<file path="src/hw/ob_pkg.sv">
package ob_pkg;

  // Live slots in the ask table
  localparam int TABLE_DEPTH = 8;

  // Live slots plus the reject slot at index 0
  // Slot TABLE_DEPTH is the head
  localparam int SLOT_CNT = TABLE_DEPTH + 1;

  // Plain binary price, lower is better on the ask side
  typedef logic [15:0] price_t;

  // Resting order quantity
  typedef logic [15:0] quantity_t;

  // Order identifier, unique among resting orders
  typedef logic [7:0] uid_t;

  // One table entry, 40 bits
  typedef struct packed {
    uid_t      uid;
    quantity_t quantity;
    price_t    price;
  } entry_t;

  // One bit per slot, bit 0 is the reject slot
  typedef logic [SLOT_CNT-1:0] slot_mask_t;

  // Maximum price marks an empty slot
  localparam price_t INVALID_PRICE = '1;

  // Value of every slot out of reset
  localparam entry_t EMPTY_ENTRY = '{
    uid:      '0,
    quantity: '0,
    price:    INVALID_PRICE
  };

endpackage

</file>
<file path="src/hw/ob_edge_if.sv">
interface ob_edge_if import ob_pkg::*; ();

  // Head slot is written on the coming edge
  logic   head_en;
  entry_t head_next;

  // Reject slot is written on the coming edge
  logic   reject_en;
  entry_t reject_next;

  modport array (
    output head_en,
    output head_next,
    output reject_en,
    output reject_next
  );

  modport out (
    input head_en,
    input head_next,
    input reject_en,
    input reject_next
  );

endinterface

</file>
<file path="src/hw/ob_table_ops_if.sv">
interface ob_table_ops_if import ob_pkg::*; ();

  // One-hot, slot that takes the new order
  slot_mask_t install;

  // Unary, slots that pull from the slot below (pop or cancel)
  slot_mask_t shift_up;

  // Unary, slots that pull from the slot above (insert)
  slot_mask_t shift_dn;

  // Order being inserted this cycle
  entry_t insert_entry;

  modport ctrl (
    output install,
    output shift_up,
    output shift_dn,
    output insert_entry
  );

  modport array (
    input install,
    input shift_up,
    input shift_dn,
    input insert_entry
  );

endinterface

</file>
<file path="src/hw/ob_entry_array.sv">
module ob_entry_array import ob_pkg::*; (
  input  logic                  clk,
  input  logic                  rst,
  input  logic                  reject_pop,
  ob_table_ops_if.array         ops,
  output entry_t [SLOT_CNT-1:0] slots,
  output slot_mask_t            slot_vld,
  ob_edge_if.array              edge_o
);

  entry_t [SLOT_CNT-1:0] slot_q;
  entry_t [SLOT_CNT-1:0] slot_next;
  slot_mask_t            slot_en;

  always_comb begin
    // Default is hold
    slot_next = slot_q;

    // Head slot, nothing above it to shift down from
    slot_en[TABLE_DEPTH] = ops.install[TABLE_DEPTH] | ops.shift_up[TABLE_DEPTH];
    if (ops.install[TABLE_DEPTH]) begin
      slot_next[TABLE_DEPTH] = ops.insert_entry;
    end else if (ops.shift_up[TABLE_DEPTH]) begin
      slot_next[TABLE_DEPTH] = slot_q[TABLE_DEPTH-1];
    end

    // Middle slots
    for (int i = TABLE_DEPTH - 1; i > 0; i--) begin
      slot_en[i] = ops.install[i] | ops.shift_up[i] | ops.shift_dn[i];
      if (ops.install[i]) begin
        slot_next[i] = ops.insert_entry;
      end else if (ops.shift_up[i]) begin
        slot_next[i] = slot_q[i-1];
      end else if (ops.shift_dn[i]) begin
        slot_next[i] = slot_q[i+1];
      end
    end

    // Reject slot, also cleared by the consumer
    slot_en[0] = ops.install[0] | ops.shift_up[0] | ops.shift_dn[0] | reject_pop;
    if (ops.install[0]) begin
      slot_next[0] = ops.insert_entry;
    end else if (ops.shift_up[0]) begin
      // Nothing below the reject slot to pull up
      slot_next[0] = EMPTY_ENTRY;
    end else if (ops.shift_dn[0]) begin
      // Worst live entry falls out of the book
      slot_next[0] = slot_q[1];
    end else if (reject_pop) begin
      slot_next[0] = EMPTY_ENTRY;
    end
  end

  always_ff @(posedge clk) begin
    if (rst) begin
      for (int i = 0; i < SLOT_CNT; i++) begin
        slot_q[i] <= EMPTY_ENTRY;
      end
    end else begin
      for (int i = 0; i < SLOT_CNT; i++) begin
        if (slot_en[i]) begin
          slot_q[i] <= slot_next[i];
        end
      end
    end
  end

  // A slot is live when it carries a real price
  always_comb begin
    for (int i = 0; i < SLOT_CNT; i++) begin
      slot_vld[i] = (slot_q[i].price != INVALID_PRICE);
    end
  end

  assign slots = slot_q;

  // Head and reject next-state for the output registers
  assign edge_o.head_en     = slot_en[TABLE_DEPTH];
  assign edge_o.head_next   = slot_next[TABLE_DEPTH];
  assign edge_o.reject_en   = slot_en[0];
  assign edge_o.reject_next = slot_next[0];

endmodule

</file>
<file path="src/hw/ob_head_reject_out.sv">
module ob_head_reject_out import ob_pkg::*; (
  input  logic      clk,
  input  logic      rst,
  ob_edge_if.out    edge_i,
  output logic      head_vld_r,
  output logic      head_did_update_r,
  output entry_t    head_r,
  output logic      reject_vld_r,
  output entry_t    reject_r
);

  logic head_next_vld;
  logic reject_next_vld;

  assign head_next_vld   = (edge_i.head_next.price != INVALID_PRICE);
  assign reject_next_vld = (edge_i.reject_next.price != INVALID_PRICE);

  // Valid bits and the head change pulse
  always_ff @(posedge clk) begin
    if (rst) begin
      head_vld_r        <= 1'b0;
      head_did_update_r <= 1'b0;
      reject_vld_r      <= 1'b0;
    end else begin
      // Pulses on any head write, including the head going empty
      head_did_update_r <= edge_i.head_en;
      if (edge_i.head_en) begin
        head_vld_r <= head_next_vld;
      end
      // A new reject overwrites an unconsumed one
      if (edge_i.reject_en) begin
        reject_vld_r <= reject_next_vld;
      end
    end
  end

  // Entries only load with real content
  always_ff @(posedge clk) begin
    if (edge_i.head_en && head_next_vld) begin
      head_r <= edge_i.head_next;
    end
    if (edge_i.reject_en && reject_next_vld) begin
      reject_r <= edge_i.reject_next;
    end
  end

endmodule

</file>
<file path="src/hw/ob_slot_ctrl.sv">
module ob_slot_ctrl import ob_pkg::*; (
  input  logic                  insert,
  input  entry_t                insert_entry_in,
  input  logic                  cancel,
  input  uid_t                  cancel_uid,
  input  logic                  head_pop,
  input  entry_t [SLOT_CNT-1:0] slots,
  input  slot_mask_t            slot_vld,
  output logic                  cancel_hit,
  output entry_t                cancel_entry,
  ob_table_ops_if.ctrl          ops
);

  slot_mask_t insert_match;
  slot_mask_t install_sel;
  slot_mask_t shift_dn_mask;
  slot_mask_t cancel_match;
  slot_mask_t cancel_mask;

  // Insert placement
  always_comb begin
    // Slots strictly worse than the new price
    // Equal prices do not match so ties queue behind the resting order
    insert_match = '0;
    for (int i = 1; i < SLOT_CNT; i++) begin
      insert_match[i] = insert & (insert_entry_in.price < slots[i].price);
    end
    // Reject slot always catches an order worse than the whole book
    insert_match[0] = insert;

    // Highest matching index is closest to the head, so it wins
    install_sel = '0;
    for (int i = 0; i < SLOT_CNT; i++) begin
      if (insert_match[i]) begin
        install_sel    = '0;
        install_sel[i] = 1'b1;
      end
    end
  end

  // Everything below the install slot moves one step toward reject
  always_comb begin
    logic seen;
    seen = 1'b0;
    for (int i = SLOT_CNT - 1; i >= 0; i--) begin
      shift_dn_mask[i] = seen;
      seen             = seen | install_sel[i];
    end
  end

  // Cancel lookup by uid
  always_comb begin
    logic seen;
    // At most one valid slot can carry the uid
    for (int i = 0; i < SLOT_CNT; i++) begin
      cancel_match[i] = cancel & slot_vld[i] & (slots[i].uid == cancel_uid);
    end
    cancel_hit = |cancel_match;

    // Hit entry out, zero on a miss
    cancel_entry = '0;
    for (int i = 0; i < SLOT_CNT; i++) begin
      if (cancel_match[i]) begin
        cancel_entry = slots[i];
      end
    end

    // Hit slot and all below pull up to close the gap
    seen = 1'b0;
    for (int i = SLOT_CNT - 1; i >= 0; i--) begin
      seen           = seen | cancel_match[i];
      cancel_mask[i] = seen;
    end
  end

  assign ops.install      = install_sel;
  assign ops.shift_dn     = shift_dn_mask;
  // Head pop moves the whole table up
  assign ops.shift_up     = head_pop ? '1 : cancel_mask;
  assign ops.insert_entry = insert_entry_in;

endmodule

</file>
<file path="src/hw/ob_table.sv">
module ob_table import ob_pkg::*; (
  input  logic   clk,
  input  logic   rst,
  // New order
  input  logic   insert,
  input  entry_t insert_entry,
  // Cancel by uid, result same cycle
  input  logic   cancel,
  input  uid_t   cancel_uid,
  output logic   cancel_hit,
  output entry_t cancel_entry,
  // Head of book
  input  logic   head_pop,
  output logic   head_vld_r,
  output logic   head_did_update_r,
  output entry_t head_r,
  // Rejected order
  input  logic   reject_pop,
  output logic   reject_vld_r,
  output entry_t reject_r
);

  entry_t [SLOT_CNT-1:0] slots;
  slot_mask_t            slot_vld;

  ob_table_ops_if u_ops_if ();
  ob_edge_if      u_edge_if ();

  // Compare and mask generation
  ob_slot_ctrl u_slot_ctrl (
    .insert          (insert),
    .insert_entry_in (insert_entry),
    .cancel          (cancel),
    .cancel_uid      (cancel_uid),
    .head_pop        (head_pop),
    .slots           (slots),
    .slot_vld        (slot_vld),
    .cancel_hit      (cancel_hit),
    .cancel_entry    (cancel_entry),
    .ops             (u_ops_if.ctrl)
  );

  // Sorted slot storage
  ob_entry_array u_entry_array (
    .clk        (clk),
    .rst        (rst),
    .reject_pop (reject_pop),
    .ops        (u_ops_if.array),
    .slots      (slots),
    .slot_vld   (slot_vld),
    .edge_o     (u_edge_if.array)
  );

  // Registered head and reject
  ob_head_reject_out u_head_reject_out (
    .clk               (clk),
    .rst               (rst),
    .edge_i            (u_edge_if.out),
    .head_vld_r        (head_vld_r),
    .head_did_update_r (head_did_update_r),
    .head_r            (head_r),
    .reject_vld_r      (reject_vld_r),
    .reject_r          (reject_r)
  );

endmodule

</file>
<file path="config.mk">
export PLATFORM = sky130hd
export DESIGN_NAME = ob_table
export DESIGN_NICKNAME = d
export VERILOG_FILES = /design/src/hw/ob_pkg.sv /design/src/hw/ob_edge_if.sv /design/src/hw/ob_table_ops_if.sv /design/src/hw/ob_entry_array.sv /design/src/hw/ob_head_reject_out.sv /design/src/hw/ob_slot_ctrl.sv /design/src/hw/ob_table.sv
export SDC_FILE = /design/constraint.sdc
export NUM_CORES = 2
export LEC_CHECK = 0
export BUFFER_PORTS_ARGS = -buffer_cell sky130_fd_sc_hd__buf_2
export CAP_MARGIN = 20
export CORE_MARGIN = 2
export CORE_UTILIZATION = 50
export DETAILED_ROUTE_END_ITERATION = 8
export PLACE_DENSITY = 0.77
export SYNTH_ARGS = -nofsm -noshare
export SYNTH_HDL_FRONTEND = slang
export SYNTH_SLANG_ARGS = --single-unit
</file>
<file path="constraint.sdc">
create_clock -name clk -period 9.65 [get_ports clk]
set_input_delay 0 -clock clk [delete_from_list [all_inputs] [get_ports clk]]
set_output_delay 0 -clock clk [all_outputs]
set_load 0.02 [all_outputs]
</file>
==> results_dict.tcl <==
set metrics [dict create \
    status "finished, final reports clean" \
    place.gp.congestion 0.930 \
    power_frac_clock 0.372 \
    seq_area_mm2 0.00967 \
    cp_slowest_cell "or3_1" \
    worst-r2r-setup-slack_ns 4.32 \
    yosys.cell_types.count 61 \
    vias 28200 \
    ios 178 \
    seqPwrFrac 0.423 \
    worstPathArrival_ns 5.58 \
    syn_inst 3648 \
    hold_viol 0 \
    die-area_mm2 0.0586 \
    crit_chain "inv_1 > ha_1 > a2111oi_0 > o31ai_1 > a211o_1 > nand4_1 > nor2_1 > nand2_1 > or3_1 > nand2_1 > a21oi_4 > buf_4" \
    avgSynthCellArea_um2 7.77 \
    die_w_um 242 \
    cts_max_path_buffers 3 \
    synth_nets 3822 \
    groute.usage.overall 0.310 \
    min_to "u_entry_array.slots[207]" \
    drt-vias-per-instance 6.38 \
    synth.area.top_cells "dfxtp_1 26%, nor2_1 8.8%, edfxtp_1 8.5%" \
    combPwrFrac 0.206 \
    cts.sinks 443 \
    synthDominantCellAreaShare 0.256 \
    power_switching_w 0.00170 \
    start_kind "flop" \
    timing.max_cap.violations 0 \
    synth_flop_cell "dfxtp_1" \
    cp.required_ns 9.90 \
    fmax_mhz 188 \
    ant_nets 0 \
    cp_max_fo 40 \
    dp_slack_ns 4.47 \
    grt_pass1_vias 26100 \
    dp.cells 4285 \
    worst_pin_slew_ns 1.24 \
    ctsResizeCount 0 \
    synth_edf_count 80 \
    cp_top_family "simple AND/OR/NAND/NOR gates" \
    tritoncts "yes" \
    r2r_start "u_entry_array.slots[281]" \
    ir_worst_vdd_uv 159 \
    layout.nets 3799 \
    postLayoutCoreUtil 0.562 \
    drt_wl_total_mm 94.9 \
    post-dp-hpwl_mm 64.7 \
    slowest_delay_ns 0.93 \
    antenna_found_initial 9 \
    drive_above_1_share 0.0996 \
    timing.setup.tns_ns 0 \
    worstSetupPathType "flop to flop" \
    grt_max_degree 230 \
    drt_iter0_markers 3093 \
    yosysTopAreaCell "dfxtp_1" \
    syn_to_final_growth_pct 11.3 \
    numCtsBuffers 51 \
    overflow 0 \
    stdcell_count 4425 \
    whs_path_depth 2 \
    initial_utilization 0.505 \
    h-tree-depth 2 \
    slew_headroom 0.176 \
    coreArea_mm2 0.0562 \
    p_int_w 0.00363 \
    setup_slack_ns 4.32 \
    r2r_cells 12 \
    die_height_um 242 \
    cts_root_buf "clkbuf_16" \
    fin_crit_sh 0.552 \
    wl_per_cell_um 21.5 \
    swShare 0.319 \
    cp_num_buf_inv 2 \
    post_cts_buffers 0 \
    skew_ns 0.0185 \
    fillers 5289 \
    cellLeakagePower_nw 13.7 \
    setup_viol 0 \
    crit_top_cell "nand2_1" \
    r2r_end "u_head_reject_out.reject_r[29]" \
    synth_area_mm2 0.0283 \
    rows 87 \
    synth_most_common_cell "nor2_1" \
    yosysWarningCount 0 \
    multi_input_area_mm2 0.0170 \
    hp-start "insert_entry[7]" \
    synth.top_cells.by_count "662 x nor2_1, 406 x a21oi_1, 363 x dfxtp_1" \
    io_buffers 177 \
    ys_seq_area_frac 0.341 \
    drc_errors 0 \
    rsz0062_at_grt "false" \
    endpoint_kind "flop" \
    powerDensity_mw_per_mm2 169 \
    ys_seq_elements 443 \
    grt_pass1_wl_mm 148 \
    path_clk_slew_ns 0.06 \
    worstSkewPairLatency_ns 0.62 \
    synthArstFlopShare 0 \
    maxSlewViolCount 0 \
    worst_hold_path_type "input pin to flop" \
    finalWorstPathRequiredPeriod_ns 5.33 \
    firstDrtPassIters 8 \
]
-- timing repair --
action	in CTS	in global routing
hold buffers	40	0
setup endpoints to repair	0	0
endpoints found under the hold margin	279	0
-- worst max path at each step --
stage,start,end,slack [ns],cells after the start
after floorplan,u_entry_array.slots[247],u_head_reject_out.reject_r[0],4.44,13
after global placement,u_entry_array.slots[245],u_head_reject_out.reject_r[26],4.55,13
after detailed placement,u_entry_array.slots[245],u_head_reject_out.reject_r[29],4.47,13
after CTS,u_entry_array.slots[245],u_head_reject_out.reject_r[29],4.44,13
after global routing,u_entry_array.slots[281],u_head_reject_out.reject_r[5],4.00,12
final,u_entry_array.slots[281],u_head_reject_out.reject_r[29],4.32,12
-- per-layer routing --
layer	vias to the layer above	part of all wire	global-route usage	wire length, um
li1	13100	-	-	-
met1	13400	0.39	0.380	36700
met2	1303	0.49	0.529	46500
met3	319	0.074	0.0474	7000
met4	14	0.049	0.157	4630
met5	-	0.00097	0	92
-- power by group through the flow --
stage,Sequential (W),Combinational (W),Clock [W]
detailed placement,0.00229,0.00106,0
CTS,0.00225,0.00108,0.00200
finish,0.00225,0.00110,0.00198
global placement,0.00229,0.00105,0
floorplan,0.00227,0.000749,0
global route,0.00227,0.00121,0.00208
-- per-stage QoR --
stage / total power (W) / instance area (um^2) / hold WS [ns]
2_1_floorplan: 0.00302 / 28300 / 0.291
3_3_place_gp: 0.00333 / 29400 / 0.418
3_5_place_dp: 0.00335 / 29400 / 0.428
4_1_cts: 0.00533 / 31500 / 0.00454
5_1_grt: 0.00555 / 31500 / 0.0405
6_report: 0.00533 / 31600 / 0.0321
-- layout make-up --
type                       instances  area share
tap                              756      0.0300
clock buffer                      79      0.0486
clock inverter                    14     0.00539
inverter                         154      0.0183
multi-input combinational       2712       0.538
antenna                            4    0.000317
timing repair buffer             263      0.0534
sequential                       443       0.306
-- worst reg2reg max path, cell delays in order, from the launching register on --
cell and delay [ns]:
dfxtp_1 0.47, inv_1 0.09, ha_1 0.27, a2111oi_0 0.42
o31ai_1 0.21, a211o_1 0.39, nand4_1 0.37, nor2_1 0.20
nand2_1 0.75, or3_1 0.93, nand2_1 0.21, a21oi_4 0.16
buf_4 0.46
-- kinds of logic after synthesis --
logic type / Yosys count / synth area share
flip-flops: 443 / 0.341
multiplexers: 219 / 0.0773
buffers and inverters: 493 / 0.0671
AND/OR/NAND/NOR: 1212 / 0.184
AO/OA/AOI/OAI: 1089 / 0.255
adder cells (fa/ha/maj): 120 / 0.0530
XOR/XNOR: 72 / 0.0222
-- state kept, by name, summed over array words and instances, names as in the netlist --
signal and cells:
u_head_reject_out.head_did_update_r 1, u_head_reject_out.reject_vld_r 1, u_head_reject_out.head_vld_r 1, u_head_reject_out.head_r 40, u_entry_array.slots 360, u_head_reject_out.reject_r 40
-- cells in the final DEF, fill, tap and decap left out, types with 11 or more instances in the layout --
| cell | n |
|---|---|
| a211o_1 | 118 |
| a211oi_1 | 249 |
| a21o_1 | 15 |
| a21oi_1 | 403 |
| a221oi_1 | 75 |
| a222oi_1 | 24 |
| a31oi_1 | 27 |
| and3_1 | 12 |
| buf_2 | 176 |
| buf_4 | 42 |
| clkbuf_1 | 14 |
| clkbuf_16 | 52 |
| clkbuf_8 | 13 |
| dfxtp_1 | 363 |
| dlygate4sd3_1 | 40 |
| edfxtp_1 | 80 |
| ha_1 | 120 |
| inv_1 | 153 |
| mux2i_1 | 219 |
| nand2_1 | 247 |
| nand2b_1 | 11 |
| nand3_1 | 49 |
| nand4_1 | 64 |
| nor2_1 | 654 |
| nor2b_1 | 34 |
| nor3_1 | 51 |
| nor4_1 | 16 |
| o21ai_0 | 104 |
| o311ai_0 | 22 |
| or2_2 | 28 |
| xnor2_1 | 43 |
| xor2_1 | 29 |
Note: power is estimated with default switching activity, not from simulation.
